<file path="src/verilog/mpram_pkg.sv">
package mpram_pkg;

	// Geometry of the shared cache memory.
	localparam int NUM_PORTS = 4;
	localparam int ADDR_BITS = 6;
	localparam int MEM_DEPTH = 64;
	localparam int DATA_BITS = 32;

	// One live value table entry names the port that last wrote a word.
	typedef logic [1:0] port_id_t;

	typedef enum logic [1:0] {
		CMD_IDLE  = 2'd0,
		CMD_READ  = 2'd1,
		CMD_WRITE = 2'd2
	} port_cmd_t;

	// A request from one accelerator, at most one per cycle.
	typedef struct packed {
		port_cmd_t             cmd;
		logic [ADDR_BITS-1:0]  addr;
		logic [DATA_BITS-1:0]  wdata;
	} port_req_t;

	// The response comes back as a one-cycle valid pulse.
	typedef struct packed {
		logic                  rvalid;
		logic [DATA_BITS-1:0]  rdata;
	} port_rsp_t;

	typedef struct packed {
		logic [NUM_PORTS-1:0]                 en;
		logic [NUM_PORTS-1:0][ADDR_BITS-1:0]  addr;
		logic [NUM_PORTS-1:0][DATA_BITS-1:0]  wdata;
	} wr_bus_t;

	typedef struct packed {
		logic [NUM_PORTS-1:0][ADDR_BITS-1:0]  addr;
	} rd_bus_t;

endpackage

</file>
<file path="src/verilog/port_decode.sv">
`timescale 1ns/10ps

module port_decode import mpram_pkg::*; (
	input  logic                  clock,
	input  logic                  rst_n,
	input  port_req_t             req_0,
	input  port_req_t             req_1,
	input  port_req_t             req_2,
	input  port_req_t             req_3,
	output wr_bus_t               wr_bus,
	output rd_bus_t               rd_bus,
	output logic [NUM_PORTS-1:0]  rsp_pending
);

	port_req_t req [NUM_PORTS];

	assign req[0] = req_0;
	assign req[1] = req_1;
	assign req[2] = req_2;
	assign req[3] = req_3;

	// Write strobes leave in the same cycle as the request.
	// The request address serves both the write and the read side, since a
	// port issues only one command per cycle.
	always_comb begin
		for (int p = 0; p < NUM_PORTS; p++) begin
			wr_bus.en[p]    = (req[p].cmd == CMD_WRITE);
			wr_bus.addr[p]  = req[p].addr;
			wr_bus.wdata[p] = req[p].wdata;
			rd_bus.addr[p]  = req[p].addr;
		end
	end

	// Every non-idle command owes a response one cycle later.
	always_ff @(posedge clock) begin
		if (!rst_n) begin
			rsp_pending <= '0;
		end else begin
			for (int p = 0; p < NUM_PORTS; p++) begin
				rsp_pending[p] <= (req[p].cmd != CMD_IDLE);
			end
		end
	end

	for (genvar p = 0; p < NUM_PORTS; p++) begin : g_cmd_check
		a_legal_cmd: assert property (
			@(posedge clock) disable iff (!rst_n)
			req[p].cmd inside {CMD_IDLE, CMD_READ, CMD_WRITE}
		) else $error("port %0d issued unknown command %0h", p, req[p].cmd);
	end

endmodule

</file>
<file path="config.mk">
export PLATFORM = sky130hd
export DESIGN_NAME = port_decode
export DESIGN_NICKNAME = d
export VERILOG_FILES = /design/src/verilog/mpram_pkg.sv /design/src/verilog/port_decode.sv
export SDC_FILE = /design/constraint.sdc
export NUM_CORES = 1
export LEC_CHECK = 0
export ABC_CLOCK_PERIOD_IN_PS = 800
export BUFFER_PORTS_ARGS = -buffer_cell sky130_fd_sc_hd__buf_4
export CAP_MARGIN = 20
export CORE_AREA = 10 10 127 129
export DETAILED_ROUTE_END_ITERATION = 16
export DIE_AREA = 0 0 137 139
export MAX_ROUTING_LAYER = met4
export SYNTH_ARGS = -nofsm -noshare
export SYNTH_HDL_FRONTEND = slang
export SYNTH_SLANG_ARGS = --single-unit
</file>
<file path="constraint.sdc">
create_clock -name clock -period 0.8 [get_ports clock]
set_clock_uncertainty 0.05 [all_clocks]
set_input_delay 0.08 -clock clock [delete_from_list [all_inputs] [get_ports clock]]
set_output_delay 0.08 -clock clock [all_outputs]
set_load 0.005 [all_outputs]
</file>
==> results.tsv <==
stage	metric	value	unit
cts	cts_hold_buf	0	
sta	hold_viol_final	0	
cells_and_area	num_antenna_cells	0	
floorplanning	num_io_pins	346	
cells_and_area	syn2layout_area_growth	-61.3	%
cells_and_area	regMostFlops	rsp_pending	
cts	postCtsSetupRepairBufs	0	
cells_and_area	fill_cells	1643	
floorplanning	coreArea	13700	sq um
cells_and_area	fin_nets	196	
cells_and_area	final_common_cell	buf_4	
route	via_count	464	
logic_synthesis	synth_warnings	0	
grt	antenna_found_initial	0	
placed_design	io_buffers	17	
placed_design	place_area	488	sq um
logic_synthesis	synth.distinct_cells	4	
grt	grt_pass1_vias	572	
route	viasPerCell	2.19	
grt	grt_max_degree	5	
sta	setup-tns-final	0	ns
cts	htree_levels	1	
critical_path	cp_top_family	flip-flops	
floorplanning	rows	43	
logic_synthesis	synth_top_area_share	90.7	%
pwr	p_per_area	1950	nW/um^2
critical_path	path_max_fanout	1	
cells_and_area	layout-drive-gt1-share	62.5	%
floorplanning	dieArea	19000	sq um
sta	setup_viol	0	
logic_synthesis	avgSynthCellArea	7.75	sq um
critical_path	endpoint_kind	output pin	
logic_synthesis	ys_seq_area_share	5.50	%
critical_path	critPathSlowestCell	dfxtp_1	
cells_and_area	multi_input_area	55.1	sq um
cells_and_area	top_regs	rsp_pending: 4 flops	
cts	cts_tree	built	
cells_and_area	regArea	80.1	sq um
sta	post-route-min-period	0.767	ns
cells_and_area	final_cells	212	
cts	cts-buffers-inserted	3	
cts	cts.path.max_buffers	2	
logic_synthesis	synth.cell_area	1460	sq um
critical_path	slowest_delay	0.29	ns
logic_synthesis	ys_seq_elements	4	
cells_and_area	largest_register_ffs	4	
route	drc	0	
cells_and_area	stdcell_area	563	sq um
route	drtPass1Iterations	2	
critical_path	cp_cell_sequence	buf_4	
placed_design	gp_congestion	0.719	
floorplanning	initial_core_util	10.7	%
cts	post_cts_resized	0	
outcome	status	finished, final reports clean	
route	finalWirelength	4380	um
cts	clkSinkCount	4	
job	cap_violations	0	
sta	slew_viol_final	0	
sta	finalWorstSetupSlack	0.0331	ns
pwr	irDropWorstVdd	0.385	mV
logic_synthesis	synth_cells	188	
logic_synthesis	yosysTopAreaCell	buf_4	
floorplanning	die_w	137	um
route	drtAntennaViolNets	0	
logic_synthesis	syn_nets	350	
critical_path	arrival	0.64	ns
critical_path	startpoint_type	flop	
sta	rsz0062_at_grt	no	
pwr	leakagePower	0.000172	uW
route	wl_per_cell	20.7	um
grt	grt_usage	4.18	%
cts	cts.clk_slew.worst_paths	0.03	ns
critical_path	path_class	reg -> out	
sta	fin_crit_sh	95.9	%
floorplanning	fp.dieH	139	um
placed_design	post-place-cells	209	
cts	cts-root-buf	clkbuf_16	
grt	grt_pass1_wl	5010	um
critical_path	critPathBufInv	1	
hold_path	hp-class	in -> reg	
placed_design	preCtsSetupSlack	0.180	ns
logic_synthesis	synth_area_leaders	buf_4 (91%), dfxtp_1 (5.5%), o21a_1 (2.1%)	
cells_and_area	mostFrequentLayoutCells	buf_4 (17), nor2b_1 (4), o21a_1 (4), dfxtp_1 (4), clkbuf_16 (3)	
route	drt-initial-drc-count	11	
sta	tightest_slew	0.132	ns
sta	fmax	1.30	GHz
critical_path	crit_required	0.67	ns
sta	relSlewSlack	91.2	%
grt	grt.overflow.total	0	
-- cells in the mapped netlist, drive strengths merged --
| cell | number |
|---|---|
| dfxtp | 4 |
| buf | 176 |
| o21a | 4 |
| nor2b | 4 |
-- final timing paths --
check	from	endpoint	slack, ns	cells past startpoint
worst min-delay path	req_3[38]	rsp_pending[3]	0.03	2
worst max-delay path	rsp_pending[3]	rsp_pending[3]	0.03	1
-- power by group --
part,internal [uW],switching (uW)
clock network,638,136
logic,68.1,36.0
registers,214,3.18
-- layer usage --
layer  up-vias  GRT usage (%)  share of wire [%]
met2       167           4.43                 36
met3        88           5.07                 30
met4         0           9.27                 20
met1       129           1.53                 14
met5         -              -                  0
li1         80              -                  -
-- stage by stage --
step           hold slack, ns  total power [uW]  utilization, %
2_1_floorplan           0.140               955               -
3_3_place_gp            0.110               327            3.57
3_5_place_dp            0.110               329            3.57
4_1_cts                0.0286              1110            4.12
5_1_grt                0.0482              1130            4.12
6_report               0.0297              1100            4.12
-- area by class of cell --
cell class	instances	area share, %
Timing Repair Buffer	17	22.7
Clock buffer	3	13.3
Tap cell	180	40.0
Multi-Input combinational cell	8	9.78
Sequential cell	4	14.2
-- kinds of logic (layout without fill, tap and decap cells) --
group	count (synthesis)	in the layout	share of synthesized area (%)
buf+inv	176	20	90.7
compound gates	4	4	2.06
flops	4	4	5.50
simple gates	4	4	1.72
No activity file was read; power rests on OpenSTA's default activity.
