==> config.mk <==
export PLATFORM = sky130hd
export DESIGN_NAME = live_value_table
export DESIGN_NICKNAME = d
export VERILOG_FILES = /design/src/verilog/mpram_pkg.sv /design/src/verilog/live_value_table.sv
export SDC_FILE = /design/constraint.sdc
export NUM_CORES = 1
export LEC_CHECK = 0
export BUFFER_PORTS_ARGS = -buffer_cell sky130_fd_sc_hd__buf_4
export CORE_MARGIN = 4
export CORE_UTILIZATION = 26
export CTS_BUF_LIST = sky130_fd_sc_hd__clkbuf_16
export DETAILED_ROUTE_END_ITERATION = 12
export SYNTH_ARGS = -nofsm -noshare
export SYNTH_HDL_FRONTEND = slang
export SYNTH_SLANG_ARGS = --single-unit
==> constraint.sdc <==
create_clock -name clock -period 4.75 [get_ports clock]
set_input_delay 1.425 -clock clock [delete_from_list [all_inputs] [get_ports clock]]
set_output_delay 1.425 -clock clock [all_outputs]
set_load 0.01 [all_outputs]
==> src/verilog/mpram_pkg.sv <==
package mpram_pkg;

	// Geometry of the shared cache memory.
	localparam int NUM_PORTS = 4;
	localparam int ADDR_BITS = 6;
	localparam int MEM_DEPTH = 64;
	localparam int DATA_BITS = 32;

	// One live value table entry names the port that last wrote a word.
	typedef logic [1:0] port_id_t;

	typedef enum logic [1:0] {
		CMD_IDLE  = 2'd0,
		CMD_READ  = 2'd1,
		CMD_WRITE = 2'd2
	} port_cmd_t;

	// A request from one accelerator, at most one per cycle.
	typedef struct packed {
		port_cmd_t             cmd;
		logic [ADDR_BITS-1:0]  addr;
		logic [DATA_BITS-1:0]  wdata;
	} port_req_t;

	// The response comes back as a one-cycle valid pulse.
	typedef struct packed {
		logic                  rvalid;
		logic [DATA_BITS-1:0]  rdata;
	} port_rsp_t;

	typedef struct packed {
		logic [NUM_PORTS-1:0]                 en;
		logic [NUM_PORTS-1:0][ADDR_BITS-1:0]  addr;
		logic [NUM_PORTS-1:0][DATA_BITS-1:0]  wdata;
	} wr_bus_t;

	typedef struct packed {
		logic [NUM_PORTS-1:0][ADDR_BITS-1:0]  addr;
	} rd_bus_t;

endpackage

==> src/verilog/live_value_table.sv <==
`timescale 1ns/10ps

module live_value_table import mpram_pkg::*; (
	input  logic      clock,
	input  wr_bus_t   wr_bus,
	input  rd_bus_t   rd_bus,
	output port_id_t  selector_0,
	output port_id_t  selector_1,
	output port_id_t  selector_2,
	output port_id_t  selector_3
);

	// One entry per address, holding the port that wrote it last.
	port_id_t lvt [MEM_DEPTH];
	port_id_t selector [NUM_PORTS];

	// A write that no higher port overrides in the same cycle.
	logic [NUM_PORTS-1:0] wr_wins;

	// All words start out owned by port 0, whose bank also starts at zero.
	initial begin
		for (int i = 0; i < MEM_DEPTH; i++) begin
			lvt[i] = '0;
		end
	end

	// Ports are visited in ascending order, so when several write one
	// address in the same cycle the last assignment (highest port) sticks.
	always @(posedge clock) begin
		for (int p = 0; p < NUM_PORTS; p++) begin
			if (wr_bus.en[p]) begin
				lvt[wr_bus.addr[p]] <= port_id_t'(p);
			end
		end
	end

	// A writing port must see its own data back next cycle, so its
	// selector points at its own bank rather than at the table entry.
	always_ff @(posedge clock) begin
		for (int p = 0; p < NUM_PORTS; p++) begin
			if (wr_bus.en[p]) begin
				selector[p] <= port_id_t'(p);
			end else begin
				selector[p] <= lvt[rd_bus.addr[p]];
			end
		end
	end

	assign selector_0 = selector[0];
	assign selector_1 = selector[1];
	assign selector_2 = selector[2];
	assign selector_3 = selector[3];

	always_comb begin
		for (int p = 0; p < NUM_PORTS; p++) begin
			wr_wins[p] = wr_bus.en[p];
			for (int q = p + 1; q < NUM_PORTS; q++) begin
				if (wr_bus.en[q] && wr_bus.addr[q] == wr_bus.addr[p]) begin
					wr_wins[p] = 1'b0;
				end
			end
		end
	end

	// The winning writer of an address must own its table entry afterwards.
	for (genvar p = 0; p < NUM_PORTS; p++) begin : g_owner_check
		a_table_owner: assert property (
			@(posedge clock)
			wr_wins[p] |=> (lvt[$past(wr_bus.addr[p])] == port_id_t'(p))
		) else $error("port %0d does not own the address it wrote", p);
	end

endmodule

==> results_dict.tcl <==
set metrics [dict create \
    die_y_um 207 \
    slew_violations 0 \
    total_leakage_power_nw 3.85 \
    worstHoldPathType "flop to flop" \
    num_antenna_cells 0 \
    crit_fanout 31 \
    ant_nets 0 \
    synth_ff_type "dfxtp_1" \
    grt_max_degree 33 \
    cts_hold_buf 0 \
    cts_buffers 17 \
    hold_slack_ns 0.559 \
    synth_most_common_cell "nor2_1" \
    die_w_um 207 \
    fmax_mhz 308 \
    required_ns 5.05 \
    cellPowerDensity_nw_per_um2 412 \
    synth_seq_cells 136 \
    insertion_delay_ns 0.44 \
    yosysWarnings 0 \
    cts_root_buf "clkbuf_16" \
    core.rowCount 72 \
    synth_fa_ha_area_frac 0 \
    syn_area_um2 10300 \
    tightestPinTransition_ns 1.23 \
    clock_path_buffers 2 \
    p_switching_mw 1.65 \
    first_pass_iters 9 \
    fin_setup_tns_ns 0 \
    fin_crit_sh 0.683 \
    outcome "finished, final reports clean" \
    final_nets 1226 \
    synth_edf_count 0 \
    clock_skew_ns 0.00918 \
    syn_to_final_growth_pct 12.7 \
    syn_inst 1049 \
    yosysTopAreaCellShare 0.314 \
    ys_types 44 \
    wl_mm 45.2 \
    io_pins 189 \
    die_area_um2 42900 \
    synth_compound_gate_area_share 0.163 \
    design.core.area_um2 38900 \
    p_clk_frac 0.276 \
    wire_per_inst_um 28.6 \
    crit_type "input pin to flop" \
    critPathCaptureType "flop" \
    cts.repair.resized 0 \
    grt.total_usage 0.203 \
    rsz0062_at_grt "false" \
    cell_internal_pwr_mw 3.14 \
    synth_top_family_by_area "multiplexers" \
    antenna_found_initial 3 \
    setup_viol 0 \
    p_comb_frac 0.326 \
    cts_tree "built" \
    drtIter0Drc 1553 \
    min_period_ns 3.24 \
    synth_area_leaders "mux4_2 31%, dfxtp_1 26%, a311o_1 5.9%" \
    place.gp.congestion 0.933 \
    clkSlewWorstSetupHoldPaths_ns 0.06 \
    cts_max_level 4 \
    netSwitchingFraction 0.344 \
    start_kind "input pin" \
    maxSlewHeadroom 0.175 \
    grt_pass1_vias 9785 \
    pwr-share-seq 0.399 \
    synth_largest_area_cell "mux4_2" \
    hold_viol_final 0 \
    cts_post_setup_buffers_inserted 0 \
    yosys.area_share.simple 0.181 \
    async_flop_share 0 \
    drive_above_1_share 0.233 \
    maxCapViolCount 0 \
    dp_hpwl_mm 31.8 \
    ys_seq_area_frac 0.264 \
    io_buffers 60 \
    syn-num-nets 1230 \
    ir_drop_mv 0.269 \
    postSynthAreaPerCell_um2 9.84 \
    remaining_drc_errors 0 \
    clock-sinks 136 \
    vias 10100 \
    grt_pass1_wl_mm 65.0 \
    initial_core_util 0.265 \
    critPathArrivalTime_ns 3.54 \
    grt_overflow 0 \
    netlist_top_cells_count "160 x nor2_1, 155 x nand2_1, 144 x mux4_2" \
    synth.mux.area_fraction 0.353 \
    synth-xor-area-share 0 \
    viasPerCell 6.40 \
]
[placed cells by master, fill, tap and decap left out, types with 2 or more instances in the layout]
cell and count:
nand4_1 5, or3_1 3, or3b_2 2, o21bai_1 3, buf_4 65, clkinv_2 3, nor2b_1 13, nor3_1 16
nor2_1 160, inv_1 8, dfxtp_1 136, nor3b_1 8, o22ai_1 60, and2_1 3, a311o_1 61, and3_1 4
nand2_1 155, o21ai_0 5, a21oi_1 4, a22oi_1 9, clkinv_1 2, nand3_1 19, bufinv_16 2, nand2b_1 9
clkbuf_16 17, a21boi_0 61, clkinvlp_4 4, mux2_2 5, mux4_2 144, a22o_1 3, nand4b_1 8, o211ai_1 2
nand3b_1 12, mux2i_1 34
[routing by layer]
layer  vias to the layer above  track usage  part of all wire  wire, um
met5                         -            0           0.00049        22
met4                         6        0.121             0.069      3110
met3                       212       0.0795              0.15      6850
met2                       866        0.301              0.43     19300
met1                      4916        0.251              0.35     15900
li1                       4090            -                 -         -
[worst paths after layout]
check                     startpoint  depth (start not counted)                         to  slack (ns)
max                       rd_bus[12]                          6  selector[2][1]$_SDFF_PP1_        1.51
min          lvt[42][1]$_SDFFE_PP1P_                          2    lvt[42][1]$_SDFFE_PP1P_        0.56
max reg2reg  lvt[63][1]$_SDFFE_PP1P_                          5  selector[2][1]$_SDFF_PP1_        2.78
min reg2reg  lvt[42][1]$_SDFFE_PP1P_                          2    lvt[42][1]$_SDFFE_PP1P_        0.56
[power by group through the flow]
stage | sequential [mW] | clock, mW | combinational [mW]
final | 1.91 | 1.32 | 1.56
after floorplan | 1.73 | 0 | 1.16
after global placement | 1.88 | 0 | 1.50
after CTS | 1.88 | 1.31 | 1.54
after global routing | 1.96 | 1.35 | 1.65
after detailed placement | 1.91 | 0 | 1.53
[registers in the layout, summed over array words and instances (netlist names)]
| name | count |
|---|---|
| selector | 8 |
| lvt | 128 |
[worst max-delay path, cell delays in order]
cell and delay (ns):
buf_4 0.50, mux4_2 0.60, mux2_2 0.28, a22o_1 0.23
a21oi_1 0.32, a22oi_1 0.14
[logic make-up after synthesis]
logic type,after synthesis
compound gates,215
flops,136
simple gates,421
mux,183
buf+inv,94
[per-stage QoR]
step           setup WS (ns)  power [mW]  cell area, um^2  std cells  utilization
2_1_floorplan           1.54        2.89            10300       1049            -
3_3_place_gp            1.10        3.38            11100       1544        0.284
3_5_place_dp            1.10        3.44            11100       1544        0.284
4_1_cts                 1.54        4.73            11600       1576        0.299
5_1_grt                 1.37        4.95            11600       1576        0.299
6_report                1.51        4.79            11600       1576        0.299
[final cells by class]
type / count / area (um^2)
Sequential cell: 136 / 2720
Inverter: 6 / 22.5
Timing Repair Buffer: 65 / 488
Fill cell: 4006 / 27300
Clock buffer: 17 / 425
Clock inverter: 15 / 138
Tap cell: 518 / 648
Multi-Input combinational cell: 819 / 7180
(Power assumes the default switching activity.)
