===== config.mk =====
export PLATFORM = sky130hd
export DESIGN_NAME = read_select
export DESIGN_NICKNAME = d
export VERILOG_FILES = /design/src/verilog/mpram_pkg.sv /design/src/verilog/read_select.sv
export SDC_FILE = /design/constraint.sdc
export NUM_CORES = 1
export LEC_CHECK = 0
export CORE_AREA = 8 8 248 250
export DETAILED_ROUTE_END_ITERATION = 6
export DIE_AREA = 0 0 256 258
export DONT_BUFFER_PORTS = 1
export PLACE_DENSITY_LB_ADDON = 0.15
export SLEW_MARGIN = 10
export SYNTH_ARGS = -nofsm -noshare
export SYNTH_HDL_FRONTEND = slang
export SYNTH_SLANG_ARGS = --single-unit

===== constraint.sdc =====
create_clock -name vclk -period 1.7
set_clock_uncertainty 0.15 [all_clocks]
set_input_delay 0.34 -clock vclk [all_inputs]
set_output_delay 0.34 -clock vclk [all_outputs]
set_load 0.01 [all_outputs]

===== src/verilog/mpram_pkg.sv =====
package mpram_pkg;

	// Geometry of the shared cache memory.
	localparam int NUM_PORTS = 4;
	localparam int ADDR_BITS = 6;
	localparam int MEM_DEPTH = 64;
	localparam int DATA_BITS = 32;

	// One live value table entry names the port that last wrote a word.
	typedef logic [1:0] port_id_t;

	typedef enum logic [1:0] {
		CMD_IDLE  = 2'd0,
		CMD_READ  = 2'd1,
		CMD_WRITE = 2'd2
	} port_cmd_t;

	// A request from one accelerator, at most one per cycle.
	typedef struct packed {
		port_cmd_t             cmd;
		logic [ADDR_BITS-1:0]  addr;
		logic [DATA_BITS-1:0]  wdata;
	} port_req_t;

	// The response comes back as a one-cycle valid pulse.
	typedef struct packed {
		logic                  rvalid;
		logic [DATA_BITS-1:0]  rdata;
	} port_rsp_t;

	typedef struct packed {
		logic [NUM_PORTS-1:0]                 en;
		logic [NUM_PORTS-1:0][ADDR_BITS-1:0]  addr;
		logic [NUM_PORTS-1:0][DATA_BITS-1:0]  wdata;
	} wr_bus_t;

	typedef struct packed {
		logic [NUM_PORTS-1:0][ADDR_BITS-1:0]  addr;
	} rd_bus_t;

endpackage


===== src/verilog/read_select.sv =====
`timescale 1ns/10ps

module read_select import mpram_pkg::*; (
	input  logic [NUM_PORTS-1:0][NUM_PORTS-1:0][DATA_BITS-1:0] bank_rdata,
	input  port_id_t              selector_0,
	input  port_id_t              selector_1,
	input  port_id_t              selector_2,
	input  port_id_t              selector_3,
	input  logic [NUM_PORTS-1:0]  rsp_pending,
	output port_rsp_t             rsp_0,
	output port_rsp_t             rsp_1,
	output port_rsp_t             rsp_2,
	output port_rsp_t             rsp_3
);

	port_id_t  selector [NUM_PORTS];
	port_rsp_t rsp [NUM_PORTS];

	assign selector[0] = selector_0;
	assign selector[1] = selector_1;
	assign selector[2] = selector_2;
	assign selector[3] = selector_3;

	// Read port p takes its word from the bank its selector names.
	// Data stays at zero outside the valid pulse.
	always_comb begin
		for (int p = 0; p < NUM_PORTS; p++) begin
			rsp[p].rvalid = rsp_pending[p];
			if (rsp_pending[p]) begin
				rsp[p].rdata = bank_rdata[selector[p]][p];
			end else begin
				rsp[p].rdata = '0;
			end
		end
	end

	assign rsp_0 = rsp[0];
	assign rsp_1 = rsp[1];
	assign rsp_2 = rsp[2];
	assign rsp_3 = rsp[3];

endmodule

==> results_dict.tcl, run 1 <==
set metrics [dict create \
    outcome "complete, but fails checks" \
    violations "negative setup slack" \
    design_area_um2 5700 \
    drt_iter0_drc 228 \
    place_hpwl_mm 23.5 \
    fin_crit_ns 1.71 \
    path_max_fanout 12 \
    p_leak_nw 2.55 \
    viasPerCell 3.37 \
    netlist_area_um2 4110 \
    syn_avg_cell_area_um2 9.18 \
    drive_gt1_share_pct 30.2 \
    grt_pass1_wl_mm 35.2 \
    synth_warnings 0 \
    synth_cell_types 10 \
    placedCellCount 1303 \
    start_util_pct 7.17 \
    hp-class "in -> out" \
    drv_slew 0 \
    critPathRequiredTime_ns 1.21 \
    layout_commonest_cell "mux2i_1" \
    port-buffer-count 0 \
    core_um2 57400 \
    grt_pass1_vias 4983 \
    fp.dieH_um 258 \
    dieArea_um2 66000 \
    nClkBuffers 0 \
    fin_tns_setup_ns -0.00598 \
    seq_cell_count 0 \
    fin_cells 1318 \
    nFillCells 6624 \
    synthCells 448 \
    totalWireLength_mm 26.5 \
    crit_arrival_ns 1.22 \
    nets 1072 \
    fmax_mhz 586 \
    grt_usage_pct 6.82 \
    synth_nets 972 \
    setup_ws_ns -0.00598 \
    routedWlPerCell_um 20.1 \
    hold_depth 0 \
    layout_worst_path_cycle_share_pct 100 \
    cap_violations 0 \
    crit_type "in -> out" \
    grt_antenna_before_repair 7 \
    vdd_drop_max_mv 0.0767 \
    multi_input_area_um2 3480 \
    max_slew_margin_pct 71.7 \
    crit_chain "or2b_4 -> buf_4 -> o22ai_1 -> buf_4" \
    grt-ovfl-total 0 \
    detail-route-antenna-nets 0 \
    crit_path_end_kind "output pin" \
    finalHoldViolCount 0 \
    via_count 4440 \
    ioPinCount 656 \
    crit_path_max_incr_delay_ns 0.32 \
    rsz0062_at_grt "no" \
    final_cell_mix "256 x mux2i_1, 143 x buf_4, 122 x o22ai_1" \
    gp_congestion 0.770 \
    worst_pin_slew_ns 0.412 \
    crit_top_cell "buf_4" \
    fp.dieW_um 256 \
    area_growth_pct 38.6 \
    regArea_um2 0 \
    setup-violations-final 1 \
    firstDrtPassIters 4 \
    cp-start-kind "input pin" \
    p_per_area_nw_per_um2 241 \
    drc_errors 0 \
    rows 88 \
    ys_seq_area_share_pct 0 \
    placedInstanceArea_um2 5580 \
    cp_slowest_cell "or2b_4" \
    grt_max_degree 65 \
]
==> worst paths after layout <==
check	startpoint	endpoint	slack [ns]
setup / recovery	rsp_pending[3]	rsp_3[13]	-0.006
hold / removal	rsp_pending[3]	rsp_3[32]	0.53
==> stage by stage <==
stage                     hold WS (ns)  power (mW)  util, %  worst slack [ns]
after floorplan                  0.622        1.04        -             0.191
after global placement           0.530        1.40     9.73           -0.0104
after detailed placement         0.530        1.37     9.73          -0.00432
after CTS                        0.530        1.38     9.74           0.00797
after global routing             0.530        1.47     9.93          0.000363
final                            0.530        1.38     9.94          -0.00598
==> critical path: cells and delay by family <==
kind / cells / cell delay [ns]
AO/OA/AOI/OAI: 1 / 0.23
buffers and inverters: 2 / 0.33
AND/OR/NAND/NOR: 1 / 0.32
==> metal layers <==
layer	up-vias	global-route usage (%)	share of wire, %
li1	2031	-	-
met5	-	0	0.045
met3	14	3.03	11
met2	353	13.7	56
met1	2040	6.11	32
met4	2	1.66	1.1
==> area by class of cell <==
type	instances	area share, %
multi-input combinational	394	61.1
tap	765	16.8
timing repair buffer	152	21.8
antenna	7	0.307
==> repair_timing <==
| action | CTS | global route |
|---|---|---|
| gates cloned | 0 | 2 |
| setup buffers | 0 | 6 |
| gates resized for setup | 1 | 6 |
| hold buffers | 0 | 0 |
| setup endpoints to repair | 1 | 21 |
==> where the power goes <==
part           internal (mW)  switching [mW]  leakage, nW
logic                  0.764           0.612         2.55
clock network    0.000000555               0    0.0000444
registers                  0               0            0
total                  0.764           0.612         2.55
==> cells by family (layout without fill, tap and decap cells) <==
| family | count (synthesis) | in the layout | synth area share, % |
|---|---|---|---|
| mux | 256 | 256 | 62.3 |
| buf+inv | 56 | 152 | 16.7 |
| other cells | 0 | 7 | 0 |
| simple gates | 8 | 10 | 1.46 |
| compound gates | 128 | 128 | 19.5 |
==> cell usage after synthesis <==
| cell | count | area share, % |
|---|---|---|
| buf_12 | 12 | 5.8 |
| buf_4 | 4 | 0.73 |
| buf_6 | 11 | 3.0 |
| buf_8 | 12 | 4.4 |
| clkbuf_1 | 12 | 1.1 |
| clkbuf_8 | 5 | 1.7 |
| mux2i_1 | 256 | 62 |
| nand2_1 | 4 | 0.37 |
| o22ai_1 | 128 | 19 |
| or2b_4 | 4 | 1.1 |
Power figures use the tool's default switching activity.
==> inputs of run 2 (changes only) <==
Settings changed: ABC_AREA set to 1, ABC_CLOCK_PERIOD_IN_PS set to 1700.
==> run 2 against run 1 <==
Net effect: the run now ends clean; global-route usage rose by 3.3 points; worst setup slack improved by 0.088 ns; hold slack barely moved; via count rose by 95%; maximum frequency rose by 5.5%; area after synthesis rose by 59%; largest cell class unchanged.
==> results_dict.tcl, run 2 <==
set metrics [dict create \
    drt_iter0_drc 738 \
    port-buffer-count 0 \
    seq_cell_count 0 \
    synth_cell_types 9 \
    fin_tns_setup_ns 0 \
    area_growth_pct 13.1 \
    grt_pass1_vias 8382 \
    synthCells 1516 \
    hp-class "in -> out" \
    detail-route-antenna-nets 0 \
    place_hpwl_mm 32.0 \
    grt_max_degree 66 \
    dieArea_um2 66000 \
    synth_warnings 0 \
    outcome "completed" \
    synth_top_area_share_pct 29.5 \
    synth_area_leaders "inv_1 30%, nand2_1 29%, nand3_1 20%, a21oi_1 9.8%, buf_6 6.4%" \
    yosysMostFrequentCell "inv_1" \
    critPathRequiredTime_ns 1.21 \
    crit_arrival_ns 1.13 \
    regArea_um2 0 \
    nets 2004 \
    max_slew_margin_pct 72.5 \
    firstDrtPassIters 7 \
    p_leak_nw 4.99 \
    crit_type "in -> out" \
    fp.dieW_um 256 \
    crit_path_end_kind "output pin" \
    cp-start-kind "input pin" \
    startpoint "selector_0[0]" \
    dp_slack_ns 0.0159 \
    total_power_mw 1.54 \
    core_um2 57400 \
    cp_slowest_cell "a21oi_2" \
    layout_worst_path_cycle_share_pct 95.2 \
    grt_pass1_wl_mm 54.0 \
    finalHoldViolCount 0 \
    nClkBuffers 0 \
    crit_chain "inv_2 -> buf_4 -> nand2_1 -> nand3_1 -> a21oi_2" \
    ys_seq_area_share_pct 0 \
    yosys-top-cells-count "516 x inv_1, 512 x nand2_1, 256 x nand3_1" \
    ioPinCount 656 \
    yosysTopAreaCell "inv_1" \
    grt_usage_pct 10.2 \
    vdd_drop_max_mv 0.0694 \
    path_delay_family "compound AO/OA/AOI/OAI gates" \
    syn_avg_cell_area_um2 4.32 \
    routedWlPerCell_um 16.7 \
    via_count 8644 \
    rsz0062_at_grt "no" \
    gp_congestion 0.862 \
    drv_slew 0 \
    totalWireLength_mm 37.6 \
    wl_met3_mm 2.70 \
    drc_errors 0 \
    path_buf_inv 2 \
    viasPerCell 3.84 \
    grt-ovfl-total 0 \
    fin_crit_ns 1.62 \
    crit_path_max_incr_delay_ns 0.28 \
    wl_met2_mm 19.5 \
    layout_commonest_cell "inv_1" \
    cts_setup_buffers 0 \
    dr.max_layer_used "met5" \
    wl_met1_mm 14.7 \
    netlist_area_um2 6560 \
    drive_gt1_share_pct 4.60 \
    final_cell_mix "516 x inv_1, 512 x nand2_1, 256 x nand3_1" \
    p_per_area_nw_per_um2 208 \
    rows 88 \
    fp.dieH_um 258 \
    fmax_mhz 618 \
    cap_violations 0 \
    worst_pin_slew_ns 0.414 \
    synth_nets 2040 \
    grt_antenna_before_repair 10 \
    hp-start "rsp_pending[3]" \
    setup-violations-final 0 \
    start_util_pct 11.4 \
    path_max_fanout 65 \
    setup_ws_ns 0.0824 \
]
run 2: changes by cell type after synthesis, sizes merged, moves of 45 or more:
cell / change
a21oi: +128
buf: +45
inv: +524
mux2i: -256
nand2: +508
nand3: +256
o22ai: -128
run 2: layout make-up:
class,instances,area [um^2]
repair buffers,58,623
fillers,6991,50000
inverters,524,1970
multi-input cells,896,3850
diodes,6,15.0
well taps,765,957
run 2: path summary, 6_finish.rpt:
path,to,cells after the start
worst max-delay path,rsp_0[7],5
worst min-delay path,rsp_3[32],0
run 2: through the flow:
stage / area, um^2 / std cells / hold slack [ns] / util [%]
after floorplan: 6560 / 1516 / 0.622 / -
after global placement: 7390 / 2243 / 0.530 / 12.9
after detailed placement: 7390 / 2243 / 0.530 / 12.9
after CTS: 7390 / 2243 / 0.530 / 12.9
after global routing: 7410 / 2249 / 0.530 / 12.9
final: 7410 / 2249 / 0.530 / 12.9
run 2: power breakdown:
group | total (mW) | switching, mW | internal (mW) | leakage, nW
clock | 0.000000474 | 0 | 0.000000474 | 0.0000380
combinational | 1.54 | 0.958 | 0.585 | 4.99
sequential | 0 | 0 | 0 | 0
total | 1.54 | 0.958 | 0.585 | 4.99
run 2: layer usage:
metal	global-route usage [%]	vias up
met2	18.8	446
met3	2.25	40
met5	0	-
met1	11.9	3904
met4	1.94	8
li1	-	4246
run 2: cell families after synthesis:
| logic type | share of synthesized area [%] |
|---|---|
| and+or+nand+nor | 48.9 |
| buffers and inverters | 41.4 |
| AOI/OAI and AO/OA | 9.77 |
run 2: repair_timing:
item / 4_1_cts / 5_1_grt
resized for setup: 0 / 2
endpoints found under the setup margin: 0 / 2
hold buffers: 0 / 0
==> inputs of run 3 (changes only) <==
Settings changed: CORE_AREA 8 8 248 250 to 2 2 256 258, DIE_AREA 0 0 256 258 to 0 0 258 260.
==> run 3 against run 2 <==
Net effect: first-iteration DRC count down 31%; die area grew 1.6%; utilization is 1.5 points lower; largest cell class unchanged; sequential cell count unchanged; via count down 2.9%; worst setup slack gained 0.020 ns; wire length is 14% lower; hold slack is essentially flat; cell area shrank 0.98%; clock-buffer cell count unchanged; highest routed layer unchanged.
==> results_dict.tcl, run 3 (same netlist as run 2, synthesis figures left out) <==
set metrics [dict create \
    worst_pin_slew_ns 0.374 \
    gp_congestion 0.866 \
    place_hpwl_mm 26.5 \
    drv_slew 0 \
    totalWireLength_mm 32.2 \
    grt-ovfl-total 0 \
    cp_slowest_cell "a21oi_1" \
    grt_pass1_vias 7835 \
    firstDrtPassIters 5 \
    crit_chain "inv_2 -> buf_12 -> nand2_1 -> nand3_1 -> a21oi_1" \
    crit_path_end_kind "output pin" \
    placedCellCount 2309 \
    crit_type "in -> out" \
    dp_slack_ns 0.0870 \
    via_count 8396 \
    drive_gt1_share_pct 2.89 \
    start_util_pct 10.2 \
    layout_commonest_cell "inv_1" \
    nets 1980 \
    hold_depth 0 \
    fin_crit_ns 1.60 \
    grt_pass1_wl_mm 46.0 \
    ioPinCount 656 \
    finalHoldViolCount 0 \
    cap_violations 0 \
    rows 93 \
    fp.dieH_um 260 \
    nClkBuffers 0 \
    critPathRequiredTime_ns 1.21 \
    path_buf_inv 2 \
    cp-start-kind "input pin" \
    port-buffer-count 0 \
    path_max_fanout 65 \
    final_util_pct 11.4 \
    rsz0062_at_grt "no" \
    setup-violations-final 0 \
    path_delay_family "compound AO/OA/AOI/OAI gates" \
    outcome "completed" \
    area_growth_pct 12.0 \
    crit_arrival_ns 1.11 \
    viasPerCell 3.63 \
    hp-start "rsp_pending[2]" \
    vdd_drop_max_mv 0.0494 \
    min_to "rsp_2[32]" \
    drc_errors 0 \
    seq_cell_count 0 \
    fin_tns_setup_ns 0 \
    grt_antenna_before_repair 3 \
    final_cell_mix "516 x inv_1, 512 x nand2_1, 256 x nand3_1" \
    p_leak_nw 4.87 \
    grt_usage_pct 8.40 \
    dieArea_um2 67100 \
    startpoint "selector_0[0]" \
    max_slew_margin_pct 75.2 \
    setup_ws_ns 0.102 \
    hp-class "in -> out" \
    regArea_um2 0 \
    holdBufCountCts 0 \
    layout_worst_path_cycle_share_pct 94.0 \
    crit_path_max_incr_delay_ns 0.31 \
    fp.dieW_um 258 \
    drt_iter0_drc 508 \
    fmax_mhz 626 \
    detail-route-antenna-nets 0 \
    cts_setup_buffers 0 \
    grt_max_degree 66 \
    core_um2 64100 \
    holdWs_ns 0.530 \
    cts_resized 0 \
    routedWlPerCell_um 13.9 \
    p_per_area_nw_per_um2 199 \
    fin_cells 2311 \
]
[run 3: cell count changes in the layout (fill, tap and decap cells not counted)]
cell / before / now
buf_12: 15 / 16
diode_2: 6 / 2
buf_4: 43 / 18
a21oi_1: 126 / 128
a21oi_2: 2 / 0
[run 3: where the power goes]
part | internal [mW] | leakage, nW | switching [mW]
clock | 0.000000158 | 0.0000127 | 0
sequential | 0 | 0 | 0
combinational | 0.539 | 4.87 | 0.923
total | 0.539 | 4.87 | 0.923
[run 3: area by class of cell]
class	instances	area [um^2]
fillers	7789	56800
diodes	2	5.00
well taps	855	1070
inverters	524	1970
multi-input cells	896	3840
repair buffers	34	455
[run 3: worst max-delay path by stage]
stage,endpoint,slack (ns),cells past startpoint
global route,rsp_0[10],0.04,5
finish,rsp_0[10],0.10,5
CTS,rsp_0[10],0.09,5
floorplan,rsp_0[10],0.22,5
global placement,rsp_0[10],0.10,5
detailed placement,rsp_0[10],0.09,5
[run 3: through the flow]
stage               area (um^2)  power [mW]
detailed placement         7340        1.47
finish                     7340        1.46
global route               7340        1.66
global placement           7340        1.47
floorplan                  6560        1.29
CTS                        7340        1.48
[run 3: per-layer routing]
layer | vias to the layer above | track usage (%) | share of wire, %
met4 | 2 | 0.963 | 0.75
met5 | - | 0 | 0.040
met3 | 18 | 1.03 | 5.7
li1 | 4193 | - | -
met1 | 3792 | 10.4 | 40
met2 | 391 | 15.9 | 53
